## src/hdl/osPkg.sv

```systemverilog
`default_nettype none

package osPkg;

    // ordered set symbol codes
    localparam logic [7:0] padSym       = 8'hF7;
    localparam logic [7:0] comSym       = 8'hBC;
    localparam logic [7:0] ts1Id        = 8'h4A;
    localparam logic [7:0] ts2Id        = 8'h45;
    localparam logic [7:0] gen3Ts1Start = 8'h1E;  // 128b/130b TS1 block start
    localparam logic [7:0] gen3Ts2Start = 8'h2D;

    // numbering follows the main LTSSM, so unused codes are still listed
    typedef enum logic [4:0] {
        detectQuiet           = 5'd0,
        detectActive          = 5'd1,
        pollingActive         = 5'd2,
        pollingConfiguration  = 5'd3,
        configLinkwidthStart  = 5'd4,
        configLinkwidthAccept = 5'd5,
        configLanenumWait     = 5'd6,
        configLanenumAccept   = 5'd7,
        configComplete        = 5'd8,
        configIdle            = 5'd9,
        l0                    = 5'd10,
        recoveryRcvrLock      = 5'd11,
        recoveryRcvrCfg       = 5'd12,
        recoverySpeed         = 5'd13,
        eqPhase0              = 5'd14,
        eqPhase1              = 5'd15,
        eqPhase2              = 5'd16,
        eqPhase3              = 5'd17,
        recoveryIdle          = 5'd18
    } ltssmSubstate_t;

    // data rate identifier, symbol 4
    typedef struct packed {
        logic       speedChange;    // set bit 39
        logic [3:0] upperBits;
        logic       upconfigure;    // set bit 34
        logic [1:0] lowerBits;
    } rateId_t;

    // symbol 0 sits in the low byte
    typedef struct packed {
        logic [39:0] sym15to11;
        logic [7:0]  idSym;         // symbol 10, TS1 or TS2 identifier
        logic [23:0] sym9to7;
        logic [7:0]  symbol6;
        logic [7:0]  sym5;
        rateId_t     rateId;
        logic [7:0]  sym3;
        logic [7:0]  laneNum;
        logic [7:0]  linkNum;
        logic [7:0]  startSym;
    } trainingSet_t;

    typedef struct packed {
        logic ruleHit;      // set conforms to the substate rule
        logic speedMode;    // RcvrCfg TS2 with speedChange set
        logic anySubstate;  // substate handled by the checker
    } ruleFlags_t;

    // each bit compares the incoming set with the previous valid one
    typedef struct packed {
        logic linkSame;
        logic rateSame;
        logic sym6Same;
        logic modeSame;
    } sameFlags_t;

endpackage

`default_nettype wire

```

## src/hdl/osChecker.sv

```systemverilog
`timescale 1ns/1ps
`default_nettype none

module osChecker #(
    parameter bit isUpstream = 1'b0
) (
    input  logic                  clk,
    input  logic                  reset,
    input  logic                  valid,
    input  osPkg::trainingSet_t   orderedSet,
    input  osPkg::ltssmSubstate_t substate,
    input  logic [7:0]            linkNumber,
    input  logic [7:0]            laneNumber,
    input  logic                  directedSpeedChange,
    output logic                  countUp,
    output logic                  keepCount,
    output logic                  rcvrCfgToIdle,
    output logic [7:0]            rateId,
    output logic [7:0]            linkNumberOut,
    output logic                  upconfigureCapability
);

    osPkg::ruleFlags_t ruleFlags;
    osPkg::sameFlags_t sameFlags;

    tsRuleMatcher #(
        .isUpstream(isUpstream)
    ) matcher0 (
        .set                 (orderedSet),
        .substate            (substate),
        .linkNumber          (linkNumber),
        .laneNumber          (laneNumber),
        .directedSpeedChange (directedSpeedChange),
        .flags               (ruleFlags)
    );

    tsHistory history0 (
        .clk                   (clk),
        .reset                 (reset),
        .valid                 (valid),
        .set                   (orderedSet),
        .same                  (sameFlags),
        .rateId                (rateId),
        .linkNumberOut         (linkNumberOut),
        .upconfigureCapability (upconfigureCapability)
    );

    runTracker tracker0 (
        .clk           (clk),
        .reset         (reset),
        .valid         (valid),
        .substate      (substate),
        .rule          (ruleFlags),
        .same          (sameFlags),
        .countUp       (countUp),
        .keepCount     (keepCount),
        .rcvrCfgToIdle (rcvrCfgToIdle)
    );

endmodule

`default_nettype wire

```

## src/hdl/runTracker.sv

```systemverilog
`timescale 1ns/1ps
`default_nettype none

module runTracker (
    input  logic                  clk,
    input  logic                  reset,
    input  logic                  valid,
    input  osPkg::ltssmSubstate_t substate,
    input  osPkg::ruleFlags_t     rule,
    input  osPkg::sameFlags_t     same,
    output logic                  countUp,
    output logic                  keepCount,
    output logic                  rcvrCfgToIdle
);

    typedef enum logic [1:0] {
        hunt,
        counting,
        countingIdle    // RcvrCfg run of TS2s without speedChange
    } runState_t;

    runState_t             state;
    runState_t             baseState;
    runState_t             nextState;
    osPkg::ltssmSubstate_t lastSubstate;
    logic                  substateChanged;
    logic                  consistent;
    logic                  nextCountUp;

    assign substateChanged = substate != lastSubstate;

    // a new substate restarts the search
    assign baseState = substateChanged ? hunt : state;

    // extra checks a set needs to continue a run
    always_comb
    begin
        case (substate)
            osPkg::configLinkwidthStart:
                consistent = same.linkSame;
            osPkg::configComplete:
                consistent = same.rateSame;
            osPkg::recoveryRcvrCfg:
                consistent = same.modeSame
                             && (!rule.speedMode || (same.rateSame && same.sym6Same));
            default:
                consistent = 1'b1;
        endcase
    end

    always_comb
    begin
        nextState   = baseState;   // no set, hold the run
        nextCountUp = 1'b0;
        if (valid)
        begin
            if (rule.ruleHit && (baseState == hunt || consistent))
            begin
                nextCountUp = 1'b1;
                if (substate == osPkg::recoveryRcvrCfg && !rule.speedMode)
                    nextState = countingIdle;
                else
                    nextState = counting;
            end
            else
            begin
                nextState = hunt;
            end
        end
    end

    always_ff @(posedge clk or negedge reset)
    begin
        if (!reset)
        begin
            state        <= hunt;
            lastSubstate <= osPkg::detectQuiet;
            countUp      <= 1'b0;
        end
        else
        begin
            state        <= nextState;
            lastSubstate <= substate;
            countUp      <= nextCountUp;
        end
    end

    assign keepCount = state != hunt;

    // drops as soon as the LTSSM leaves RcvrCfg
    assign rcvrCfgToIdle = (state == countingIdle) && !substateChanged;

    // unhandled substates must never start a run
    hitOnlyInKept: assert property (
        @(posedge clk) disable iff (!reset)
        rule.ruleHit |-> rule.anySubstate
    ) else $error("rule hit reported outside a handled substate");

    countUpInRun: assert property (
        @(posedge clk) disable iff (!reset)
        countUp |-> keepCount
    ) else $error("countUp outside a run");

    idleOnlyInRcvrCfg: assert property (
        @(posedge clk) disable iff (!reset)
        rcvrCfgToIdle |-> substate == osPkg::recoveryRcvrCfg
    ) else $error("rcvrCfgToIdle outside Recovery.RcvrCfg");

endmodule

`default_nettype wire

```

## src/hdl/tsHistory.sv

```systemverilog
`timescale 1ns/1ps
`default_nettype none

module tsHistory (
    input  logic                clk,
    input  logic                reset,
    input  logic                valid,
    input  osPkg::trainingSet_t set,
    output osPkg::sameFlags_t   same,
    output logic [7:0]          rateId,
    output logic [7:0]          linkNumberOut,
    output logic                upconfigureCapability
);

    osPkg::trainingSet_t lastSet;

    // partner outputs are zero until the first set arrives
    always_ff @(posedge clk or negedge reset)
    begin
        if (!reset)
        begin
            lastSet <= '0;
        end
        else if (valid)
        begin
            lastSet <= set;
        end
    end

    // field compares against the previous valid set
    assign same.linkSame = set.linkNum == lastSet.linkNum;
    assign same.rateSame = set.rateId == lastSet.rateId;  // whole byte
    assign same.sym6Same = set.symbol6 == lastSet.symbol6;
    assign same.modeSame = set.rateId.speedChange == lastSet.rateId.speedChange;

    assign rateId                = lastSet.rateId;
    assign linkNumberOut         = lastSet.linkNum;
    assign upconfigureCapability = lastSet.rateId.upconfigure;

endmodule

`default_nettype wire

```

## src/hdl/tsRuleMatcher.sv

```systemverilog
`timescale 1ns/1ps
`default_nettype none

module tsRuleMatcher #(
    parameter bit isUpstream = 1'b0
) (
    input  osPkg::trainingSet_t   set,
    input  osPkg::ltssmSubstate_t substate,
    input  logic [7:0]            linkNumber,
    input  logic [7:0]            laneNumber,
    input  logic                  directedSpeedChange,
    output osPkg::ruleFlags_t     flags
);

    logic ts1Start;
    logic ts2Start;
    logic isTs1;
    logic isTs2;
    logic anyTs;
    logic linkPad;
    logic lanePad;
    logic linkMatch;
    logic laneMatch;
    logic numbersMatch;
    logic allZero;
    logic hit;
    logic kept;

    // gen3 sets carry their own start symbol
    assign ts1Start = (set.startSym == osPkg::comSym) || (set.startSym == osPkg::gen3Ts1Start);
    assign ts2Start = (set.startSym == osPkg::comSym) || (set.startSym == osPkg::gen3Ts2Start);

    assign isTs1 = ts1Start && (set.idSym == osPkg::ts1Id);
    assign isTs2 = ts2Start && (set.idSym == osPkg::ts2Id);
    assign anyTs = isTs1 || isTs2;

    assign linkPad      = set.linkNum == osPkg::padSym;
    assign lanePad      = set.laneNum == osPkg::padSym;
    assign linkMatch    = set.linkNum == linkNumber;
    assign laneMatch    = set.laneNum == laneNumber;
    assign numbersMatch = linkMatch && laneMatch;
    assign allZero      = set == '0;   // logical idle data

    always_comb
    begin
        hit = 1'b0;
        case (substate)
            osPkg::pollingActive:
                hit = anyTs && linkPad && lanePad;
            osPkg::pollingConfiguration:
                hit = isTs2 && linkPad && lanePad;
            osPkg::configLinkwidthStart:
            begin
                // upstream takes whatever link number the downstream port offers
                if (isUpstream)
                    hit = isTs1 && !linkPad && lanePad;
                else
                    hit = isTs1 && linkMatch && lanePad;
            end
            osPkg::configLinkwidthAccept:
                hit = isUpstream && isTs1 && linkMatch && !lanePad;
            osPkg::configLanenumWait,
            osPkg::configLanenumAccept:
            begin
                if (isUpstream)
                    hit = isTs2 && numbersMatch;
                else
                    hit = isTs1 && numbersMatch;
            end
            osPkg::configComplete:
                hit = isTs2 && numbersMatch;
            osPkg::configIdle:
                hit = allZero;
            osPkg::recoveryRcvrLock:
                hit = anyTs && numbersMatch
                      && (set.rateId.speedChange == directedSpeedChange);
            osPkg::recoveryRcvrCfg:
                hit = isTs2 && numbersMatch;
            default:
                hit = 1'b0;
        endcase
    end

    // substates this checker knows, everything else leaves it idle
    assign kept = substate inside {
        osPkg::pollingActive,
        osPkg::pollingConfiguration,
        osPkg::configLinkwidthStart,
        osPkg::configLinkwidthAccept,
        osPkg::configLanenumWait,
        osPkg::configLanenumAccept,
        osPkg::configComplete,
        osPkg::configIdle,
        osPkg::recoveryRcvrLock,
        osPkg::recoveryRcvrCfg
    };

    assign flags.ruleHit     = hit;
    assign flags.speedMode   = (substate == osPkg::recoveryRcvrCfg) && set.rateId.speedChange;
    assign flags.anySubstate = kept;

endmodule

`default_nettype wire

```

## config.mk

```make
export PLATFORM = sky130hd
export DESIGN_NAME = osChecker
export DESIGN_NICKNAME = d
export VERILOG_FILES = /design/src/hdl/osPkg.sv /design/src/hdl/osChecker.sv /design/src/hdl/runTracker.sv /design/src/hdl/tsHistory.sv /design/src/hdl/tsRuleMatcher.sv
export SDC_FILE = /design/constraint.sdc
export NUM_CORES = 1
export LEC_CHECK = 0
export BUFFER_PORTS_ARGS = -buffer_cell sky130_fd_sc_hd__buf_2
export CAP_MARGIN = 20
export CORE_MARGIN = 2
export CORE_UTILIZATION = 31
export DETAILED_ROUTE_END_ITERATION = 16
export PLACE_DENSITY = 0.69
export RECOVER_POWER = 100
export REMOVE_ABC_BUFFERS = 1
export SYNTH_ARGS = -nofsm -noshare
export SYNTH_HDL_FRONTEND = slang
export SYNTH_SLANG_ARGS = --single-unit
```

## constraint.sdc

```tcl
create_clock -name clk -period 2.2 [get_ports clk]
set_input_delay 0.22 -clock clk [delete_from_list [all_inputs] [get_ports clk]]
set_output_delay 0.22 -clock clk [all_outputs]
set_load 0.1 [all_outputs]
```

# [Word level (Yosys, flattened, before mapping)]
# Index checks and enable logic that the tools add are counted.
[word_totals] reg_bits=32 in_bits=153 out_inout_bits=20 wordCells=73
[op_classes] n_eq_ne=25 mux=8 n_reduce_logical=31
[op_table] cell="$logic_not A128 Y1" count=1
[op_table] cell="$eq A8 B8 Y1" count=5
[op_table] cell="$eq A8 B8 Y1 const B" count=3
[op_table] cell="$eq A5 B4 Y1 const B" count=4
[op_table] cell="$logic_and A1 B1 Y1" count=19
[op_table] cell="$eq A8 B7 Y1 const B" count=2
[op_table] cell="$eq A5 B3 Y1 const B" count=3
[op_table] cell="$eq A5 B2 Y1 const B" count=2
[op_table] cell="$eq A8 B5 Y1 const B" count=1
[op_table] cell="$eq A8 B6 Y1 const B" count=1
[op_table] cell="$mux W2" count=4
[op_table] cell="$pmux W1 S7" count=1
[op_table] cell="$logic_or A1 B1 Y1" count=5
[op_table] cell="$ne A5 B5 Y1" count=1
[op_table] cell="$reduce_or A2 Y1" count=2
[op_table] cell="$pmux W1 S3" count=1
[op_table] cell="$eq A1 B1 Y1" count=2
[op_table] cell="$eq A2 B2 Y1 const B" count=1
[op_table] cell="$logic_not A1 Y1" count=2
[op_table] cell="$logic_not A2 Y1" count=1
[op_table] cell="$mux W1" count=2
[op_table] cell="$reduce_bool A2 Y1" count=1

# [Longest topological paths before layout]
# Gate-level depths: netlist of run 1.
[depth] word_depth=10 mapped_depth=8 mapped_depth_nobuf=7

# [Cells and area by module]
# Synthesis of run 1 repeated with hierarchy kept, for this count alone.
[unflattened] hier_cells=243 area_unflattened_um2=2512.4
[by_module_without_submodules] mod="tsHistory" n_inst=1 cells_per_inst=100 area_each_um2=1376.3 seq_area_each_um2=600.6
[by_module_without_submodules] mod="tsRuleMatcher" n_inst=1 cells_per_inst=110 area_each_um2=738.2 seq_area_each_um2=0.0
[by_module_without_submodules] mod="runTracker" n_inst=1 cells_per_inst=33 area_each_um2=397.9 seq_area_each_um2=200.2

# [Least setup slack after synthesis of run 1]
# OpenSTA, ideal clock, no wires.
[synth_path] path_type="input-to-output" startpoint="input substate[1]" endpoint="output rcvrCfgToIdle" arrival_ps=3107 required_ps=1980 slack_ps=-1127 path_stages=5 n_path_buf=1 cell_sequence="clkbuf_1 xor2_1 nor3_1 nand3_1 nor3b_1"
[synth_via] elab_chain_len=3
[synth_rtl] item="start, declared" line_no="osChecker.sv:11" text="input osPkg::ltssmSubstate_t substate,"
[synth_rtl] item="$ne A5 B5 Y1" line_no="runTracker.sv:30" text="assign substateChanged = substate != lastSubstate;"
[synth_rtl] item="$logic_not A1 Y1" line_no="runTracker.sv:91" text="assign rcvrCfgToIdle = (state == countingIdle) && !substateChanged;"
[synth_rtl] item="$logic_and A1 B1 Y1" line_no="runTracker.sv:91"
[synth_rtl] item="end, declared" line_no="osChecker.sv:17" text="output logic rcvrCfgToIdle,"
# Every way passes these cells.

# [Worst setup path in the final report of run 1]
[layout_path] startpoint="register tracker0.lastSubstate[0]" endpoint="output rcvrCfgToIdle"
[layout_via] elab_chain_len=3
[layout_rtl] item="start, declared" line_no="runTracker.sv:25" text="osPkg::ltssmSubstate_t lastSubstate;"
[layout_rtl] item="start signal, assigned" line_no="runTracker.sv:77" text="lastSubstate <= osPkg::detectQuiet;"
[layout_rtl] item="start signal, assigned" line_no="runTracker.sv:83" text="lastSubstate <= substate;"
[layout_rtl] item="$ne A5 B5 Y1" line_no="runTracker.sv:30"
[layout_rtl] item="$logic_not A1 Y1" line_no="runTracker.sv:91"
[layout_rtl] item="$logic_and A1 B1 Y1" line_no="runTracker.sv:91"
# Every way passes these cells.

==> summary.md, run 1 <==
| Metric | Value |
|---|---|
| Number of inserted diodes | `0` |
| Critical path's slowest cell | `sky130_fd_sc_hd__nor3b_1` |
| Crit Reg-Reg Startpoint | `history0.rateId[7]` |
| Worst slack at placement | `32.4 ps` |
| Power Density | `525 nW/um2` |
| Critical path required time | `1980 ps` |
| Internal power summed over all cells | `0.00108 W` |
| Starting Density | `31.9%` |
| Number of max-capacitance violations reported | `1` |
| Count of final hold-check violations | `0` |
| Worst setup endpoint | `rcvrCfgToIdle` |
| Setup repair after global routing missed its margin | `false` |
| GRT overflow | `0` |
| Number of iterations in the first detailed-routing pass | `4` |
| Most common cell in the synthesized netlist | `sky130_fd_sc_hd__nor4_1` |
| PostCTS Resize Cnt | `0` |
| Final non-filler cell total | `508` |
| Synth async-reset ratio | `100%` |
| # rows | `32` |
| Most numerous cell types in the synthesized netlist | `38 x sky130_fd_sc_hd__nor4_1, 32 x sky130_fd_sc_hd__dfrtp_1, 27 x sky130_fd_sc_hd__xor2_1` |
| TritonCTS clock tree | `built` |
| Die X | `93.0 um` |
| Clock net sink count | `32` |
| Run status | `finished with violations` |
| Peak supply drop | `0.447 mV` |
| Delay of the slowest cell on the worst path | `450 ps` |
| Post-synthesis area per instance | `9.94 um2` |
| Number of buffers created by CTS | `5` |
| CTS Root Cell | `sky130_fd_sc_hd__clkbuf_8` |
| Proportion of power drawn by the clock network | `24.2%` |
| Data arrival, critical path | `1850 ps` |
| Portion of the post-synthesis area used by sequential elements | `32.6%` |
| Placed wire-length estimate | `6.61 mm` |
| Iter 0 DRT Violations | `79` |
| Signed area change from the synthesized netlist to the final layout | `37.2%` |
| Summed negative setup slack over all endpoints | `0 ps` |
| Cell count after placement | `501` |
| Number of synthesized flops with an enable pin | `0` |
| Combined global-route utilization of all metal layers | `17.5%` |
| Weighted congestion at the end of routability-driven global placement | `0.791` |
| Count of buffering cells on the critical path with inverters included | `1` |
| Reg-to-reg setup timing slack | `280 ps` |
| Switching power summed over all nets | `0.000689 W` |
| Total Wirelength | `7.82 mm` |
| CP max FO | `4` |
| Cell types with the largest area share after synthesis | `sky130_fd_sc_hd__dfrtp_1 33%, sky130_fd_sc_hd__mux2_2 11%, sky130_fd_sc_hd__nor4_1 9.7%` |
| Total count of max-transition violations in the final report | `33` |
| Area enclosed by the die boundary | `8650 um2` |
| Least-Margin Pin Slew | `1750 ps` |
| Max-slew headroom | `-16.8%` |
| Worst Hold Class | `in -> reg` |
| Worst flop-to-flop path endpoint | `tracker0.state[0]` |
| Total number of vias | `2611` |
| Post-layout worst setup margin | `130 ps` |
| Cell area after synthesis | `2450 um2` |
| Maximum number of buffers from clock root to sink | `2` |
| Source-to-sink clock delay at the later pin of the worst-skew pair | `280 ps` |
| Pin count of the biggest net entering global routing | `33` |
| Critical path startpoint category | `flop` |
| Placeable core area | `7690 um2` |
| Switching share of power | `39.0%` |
| Yosys cell types | `44` |
| Startpoint of the worst setup timing path | `tracker0.lastSubstate[0]` |
| Synthesis warning total | `0` |
| Top Ports | `173` |
| Hold depth | `2` |
| Number of cells on the critical path | `5` |
| Setup repair bufs after CTS | `0` |
| Number of nets with antenna violations after routing | `0` |
| Static Leakage | `1.44 nW` |
| Global-route wire length before repair | `11.8 mm` |
| Routed len/inst | `15.4 um` |
| Clock H-tree levels | `2` |
| Crit. End Element | `primary output` |
| Combinational cell fraction of total power | `37.5%` |
| Height of the die | `93.0 um` |
| Port bufs | `172` |
| Reg2Reg Depth | `6` |
| Sequential fraction of design power | `38.4%` |
| Top Family by Delay on Critical Path | `simple AND/OR/NAND/NOR gates` |
| Violations in the final reports | `max-capacitance violations, max-slew violations` |
| Syn Inst Count | `247` |
| Number of nets in the final layout | `559` |
| Setup clock skew after layout | `2.40 ps` |
| Top cell type's share of synthesized area | `32.6%` |
| Final period util | `94.1%` |
| Share of post-route cells with drive strength above 1 | `46.8%` |
| Sequence of cells on the critical path | `xor2_1 -> nor3_1 -> nand3_1 -> nor3b_1 -> buf_12` |
| Ys flop type | `sky130_fd_sc_hd__dfrtp_1` |
| Total power draw | `0.00177 W` |
| Final period demand of the worst path | `2070 ps` |
| Number of antenna violations at the first check in global routing | `0` |
| Post-CTS clock slew at the launch and capture registers of the worst setup and hold paths | `60 ps` |
| DRC | `0` |
| Seq cells post-synth | `32` |
| Vias in the first global route | `2438` |
| Routed vias/inst | `5.14` |
| Crit Path Class | `reg -> out` |
| CTS Hold Bufs | `0` |
| Maximum operating frequency | `483 MHz` |
| Final setup violation count | `0` |
| Cell taking the most area after synthesis | `sky130_fd_sc_hd__dfrtp_1` |
power by group through the flow:
| stage | clock [W] | sequential, W | combinational, W |
|---|---|---|---|
| after floorplan | 0 | 0.000915 | 0.000172 |
| after global placement | 0 | 0.000686 | 0.000670 |
| after detailed placement | 0 | 0.000688 | 0.000677 |
| after CTS | 0.000432 | 0.000678 | 0.000679 |
| after global routing | 0.000456 | 0.000685 | 0.000707 |
| final | 0.000427 | 0.000678 | 0.000662 |
logic make-up after synthesis:
| family | Yosys count | synth area share (%) |
|---|---|---|
| AND/OR/NAND/NOR | 103 | 27.2 |
| flip-flops | 32 | 32.6 |
| XOR/XNOR | 46 | 16.4 |
| buffers and inverters | 24 | 6.42 |
| multiplexers | 25 | 11.4 |
| AO/OA/AOI/OAI | 17 | 5.91 |
per-layer routing:
layer,vias up,track usage (%),share of wire [%]
li1,1251,-,-
met2,136,30.1,47
met4,0,4.04,0.79
met1,1218,22.6,44
met5,-,0,0
met3,6,3.46,8.3
how the worst min path moves through the flow:
stage / startpoint / end / slack, ps
after detailed placement: reset / history0.rateId[5] / 320
final: orderedSet[48] / history0.lastSet[48] / 210
after global placement: reset / history0.rateId[5] / 310
after floorplan: reset / history0.lastSet[48] / -80
after global routing: orderedSet[35] / history0.rateId[3] / 210
after CTS: reset / history0.rateId[5] / 10
area by class of cell:
type	instances	area, um2
clock inverter	1	5.00
fill	803	4320
timing repair buffer	175	867
multi-input combinational	191	1490
sequential	32	801
clock buffer	6	72.6
inverter	1	3.75
tap	102	128
sequential cells by signal (all words and copies together) (netlist names):
register	flops
history0.rateId	7
history0.linkNumberOut	8
tracker0.lastSubstate	5
tracker0.countUp	1
history0.lastSet	8
history0.upconfigureCapability	1
tracker0.state	2
worst reg2reg max path, cell delays in order, from the launching register on:
cell and delay (ps):
sky130_fd_sc_hd__dfrtp_1 430, sky130_fd_sc_hd__xor2_1 180, sky130_fd_sc_hd__nor4_1 280, sky130_fd_sc_hd__nand4_1 160, sky130_fd_sc_hd__o2111ai_1 210, sky130_fd_sc_hd__nand4b_1 190, sky130_fd_sc_hd__o32ai_1 360
layout by cell type, fill, tap and decap left out, types with 7 or more instances in the layout:
master,instances
sky130_fd_sc_hd__dfrtp_1,32
sky130_fd_sc_hd__clkbuf_1,26
sky130_fd_sc_hd__mux2_2,24
sky130_fd_sc_hd__nor4_1,38
sky130_fd_sc_hd__xnor2_1,19
sky130_fd_sc_hd__xor2_1,27
sky130_fd_sc_hd__buf_2,145
sky130_fd_sc_hd__nand3_1,7
sky130_fd_sc_hd__nand4_1,15
sky130_fd_sc_hd__nor2_1,10
stage by stage:
step                      hold WS (ps)  instance area, um2  util, %
after floorplan                  -75.6                2300        -
after detailed placement           319                3330     43.3
after global placement             312                3330     43.3
after global routing               211                3370     43.8
after CTS                         11.5                3400     44.3
final                              214                3370     43.8
Power figures use the tool's default switching activity.
==> inputs of run 2 (changes only) <==
- CTS_CLUSTER_DIAMETER: default -> 100
- PLACE_DENSITY: 0.69 -> 0.72
- REMOVE_ABC_BUFFERS: 1 -> default
- clock period: 2.2 -> 1.8 ns (I/O delays scaled with it)
==> run 2 against run 1 <==
  * The flow finishes with violations (negative setup slack)
  * Sequential power grew 22%
  * Combinational power grew 40%
  * Core utilization grew 7.7 points
  * Global-route usage grew 1.8 points
  * Non-clock buffer count grew 58
  * Sequential share of layout area shrank 3.5 points
  * Die area is the same
  * Clock power grew 78%
  * First-iteration DRC count grew 20%
  * Cell count grew 12%
  * Largest power group is now combinational cells
==> summary.md, run 2 (synthesis gave the netlist of run 1 again) <==
| Metric | Value |
|---|---|
| Number of buffers created by CTS | `5 (unchanged)` |
| Hold Slack | `175 ps (was 214 ps)` |
| Vias in the first global route | `2878 (was 2438)` |
| Total count of max-transition violations in the final report | `0 (was 33)` |
| Delay of the slowest cell on the worst path | `380 ps (was 450 ps)` |
| Source-to-sink clock delay at the later pin of the worst-skew pair | `290 ps (was 280 ps)` |
| Static Leakage | `1.81 nW (was 1.44 nW)` |
| Data arrival, critical path | `1740 ps (was 1850 ps)` |
| Maximum operating frequency | `521 MHz` |
| Critical path's slowest cell | `sky130_fd_sc_hd__dfrtp_1 (was sky130_fd_sc_hd__nor3b_1)` |
| Signed area change from the synthesized netlist to the final layout | `61.2% (was 37.2%)` |
| CP max FO | `2 (was 4)` |
| Number of antenna violations at the first check in global routing | `0 (unchanged)` |
| Iter 0 DRT Violations | `95 (was 79)` |
| Combined global-route utilization of all metal layers | `19.3% (was 17.5%)` |
| Number of nets with antenna violations after routing | `0 (unchanged)` |
| Number of inserted diodes | `0 (unchanged)` |
| TritonCTS clock tree | `built (unchanged)` |
| Core Util, Final | `51.5% (was 43.8%)` |
| Cell count after placement | `556 (was 501)` |
| Run status | `finished with violations (unchanged)` |
| Share of post-route cells with drive strength above 1 | `60.0% (was 46.8%)` |
| Port bufs | `172 (unchanged)` |
| Die X | `93.0 um (unchanged)` |
| Height of the die | `93.0 um (unchanged)` |
| Pin count of the biggest net entering global routing | `33 (unchanged)` |
| Starting Density | `31.9% (unchanged)` |
| Total number of vias | `2830 (was 2611)` |
| Leading cell type in the layout, fill and taps excluded | `sky130_fd_sc_hd__buf_2 (unchanged)` |
| Summed negative setup slack over all endpoints | `-156 ps (was 0 ps)` |
| Launch point of the worst hold path | `orderedSet[55] (was orderedSet[48])` |
| Peak supply drop | `0.498 mV (was 0.447 mV)` |
| Number of max-capacitance violations reported | `0 (was 1)` |
| Sequence of cells on the critical path | `xor2_1 -> nor3_1 -> nand3_1 -> buf_6 -> nor3b_4 -> buf_12 (was xor2_1 -> nor3_1 -> nand3_1 -> nor3b_1 -> buf_12)` |
| # rows | `32 (unchanged)` |
| Weighted congestion at the end of routability-driven global placement | `0.935 (was 0.791)` |
| Crit Path Class | `reg -> out (unchanged)` |
| Setup repair after global routing missed its margin | `true (was false)` |
| Crit. End Element | `primary output (unchanged)` |
| Crit Reg-Reg Startpoint | `history0.linkNumberOut[2] (was history0.rateId[7])` |
| Post-synthesis net count | `400` |
| DRC | `0 (unchanged)` |
| Post-CTS clock slew at the launch and capture registers of the worst setup and hold paths | `70 ps (was 60 ps)` |
| Least-Margin Pin Slew | `800 ps (was 1750 ps)` |
| Violations in the final reports | `negative setup slack (was max-capacitance violations, max-slew violations)` |
| Maximum number of buffers from clock root to sink | `2 (unchanged)` |
| Final period util | `107%` |
| GRT overflow | `0 (unchanged)` |
| Top Family by Delay on Critical Path | `simple AND/OR/NAND/NOR gates (unchanged)` |
| Final non-filler cell total | `567 (was 508)` |
| Setup clock skew after layout | `4.65 ps (was 2.40 ps)` |
| CTS Root Cell | `sky130_fd_sc_hd__clkbuf_8 (unchanged)` |
| Top Ports | `173 (unchanged)` |
| Critical path startpoint category | `flop (unchanged)` |
| Critical path required time | `1620 ps (was 1980 ps)` |
| Area enclosed by the die boundary | `8650 um2 (unchanged)` |
| Count of buffering cells on the critical path with inverters included | `2 (was 1)` |
| Final period demand of the worst path | `1920 ps` |
| Number of nets in the final layout | `617 (was 559)` |
| Post-layout worst setup margin | `-118 ps (was 130 ps)` |
| Placed wire-length estimate | `7.27 mm (was 6.61 mm)` |
| Commonest non-fill, non-tap cells in the layout | `148 x sky130_fd_sc_hd__buf_2, 57 x sky130_fd_sc_hd__buf_4, 34 x sky130_fd_sc_hd__nor4_1, 31 x sky130_fd_sc_hd__dfrtp_1, 27 x sky130_fd_sc_hd__xor2_1 (was 145 x sky130_fd_sc_hd__buf_2, 38 x sky130_fd_sc_hd__nor4_1, 32 x sky130_fd_sc_hd__dfrtp_1, 27 x sky130_fd_sc_hd__xor2_1, 26 x sky130_fd_sc_hd__clkbuf_1)` |
| Total Wirelength | `8.63 mm (was 7.82 mm)` |
| Routed vias/inst | `4.99 (was 5.14)` |
| Final setup violation count | `4 (was 0)` |
| Clock H-tree levels | `2 (unchanged)` |
| Worst Hold Class | `in -> reg (unchanged)` |
| Placeable core area | `7690 um2 (unchanged)` |
| Total power draw | `0.00252 W (was 0.00177 W)` |
| Routed len/inst | `15.2 um (was 15.4 um)` |
| Startpoint of the worst setup timing path | `tracker0.lastSubstate[1] (was tracker0.lastSubstate[0])` |
| Number of iterations in the first detailed-routing pass | `4 (unchanged)` |
| Clock net sink count | `32 (unchanged)` |
| Count of final hold-check violations | `0 (unchanged)` |
| Fill count | `733 (was 803)` |
| Power Density | `636 nW/um2 (was 525 nW/um2)` |
| Global-route wire length before repair | `13.1 mm (was 11.8 mm)` |
| Max-slew headroom | `46.7% (was -16.8%)` |
==> run 2: worst register-to-register path: stages, from the launching register on <==
cell and delay [ps]:
sky130_fd_sc_hd__dfrtp_1 420, sky130_fd_sc_hd__xnor2_1 160, sky130_fd_sc_hd__nand4_1 130, sky130_fd_sc_hd__nor3_1 320
sky130_fd_sc_hd__a2111oi_4 80, sky130_fd_sc_hd__o2111ai_1 110, sky130_fd_sc_hd__nand4b_1 220, sky130_fd_sc_hd__o32ai_2 300
==> run 2: final timing paths <==
path                                                  end  slack (ps)  depth (start not counted)
setup / recovery                            rcvrCfgToIdle        -120                          6
min in group asynchronous            history0.lastSet[50]         500                          2
setup reg to reg                        tracker0.state[0]         -30                          7
hold reg to reg                      history0.lastSet[55]         530                          1
hold / removal                       history0.lastSet[55]         180                          2
max in group asynchronous  history0.upconfigureCapability         750                          2
==> run 2: report_power, final <==
group / switching [W] / internal [W] / total (W)
sequential: 0.0000498 / 0.000780 / 0.000830
combinational: 0.000568 / 0.000360 / 0.000928
clock: 0.000273 / 0.000488 / 0.000761
==> run 2: area by class of cell <==
cell class / instances / area [um2] / share of cell area [%]
Clock inverter: 1 / 30.0 / 0.759
Sequential cell: 32 / 802 / 20.3
Timing Repair Buffer: 233 / 1330 / 33.6
Tap cell: 102 / 128 / 3.22
Clock buffer: 7 / 96.3 / 2.43
Multi-Input combinational cell: 191 / 1570 / 39.6
Inverter: 1 / 3.75 / 0.0948
==> run 2: per-layer routing <==
layer | vias up | GRT usage [%] | wire, um
met5 | - | 0 | 0
met4 | 0 | 6.62 | 192
met3 | 18 | 3.71 | 606
met2 | 139 | 36.7 | 4460
met1 | 1303 | 21.2 | 3370
li1 | 1370 | - | -
==> run 2: repair_timing <==
item                                    CTS  global route
gates resized for setup                   8             2
pin swaps                                 5             3
hold buffers                              1             0
buffers inserted                          2             0
endpoints found under the setup margin    4             4
hold endpoints to repair                 32             0
==> run 2: per-stage QoR <==
| step | worst slack [ps] | instance area (um2) |
|---|---|---|
| floorplan | -124 | 2470 |
| global placement | -457 | 3750 |
| detailed placement | -510 | 3750 |
| CTS | -128 | 3950 |
| global route | -192 | 3960 |
| finish | -118 | 3960 |
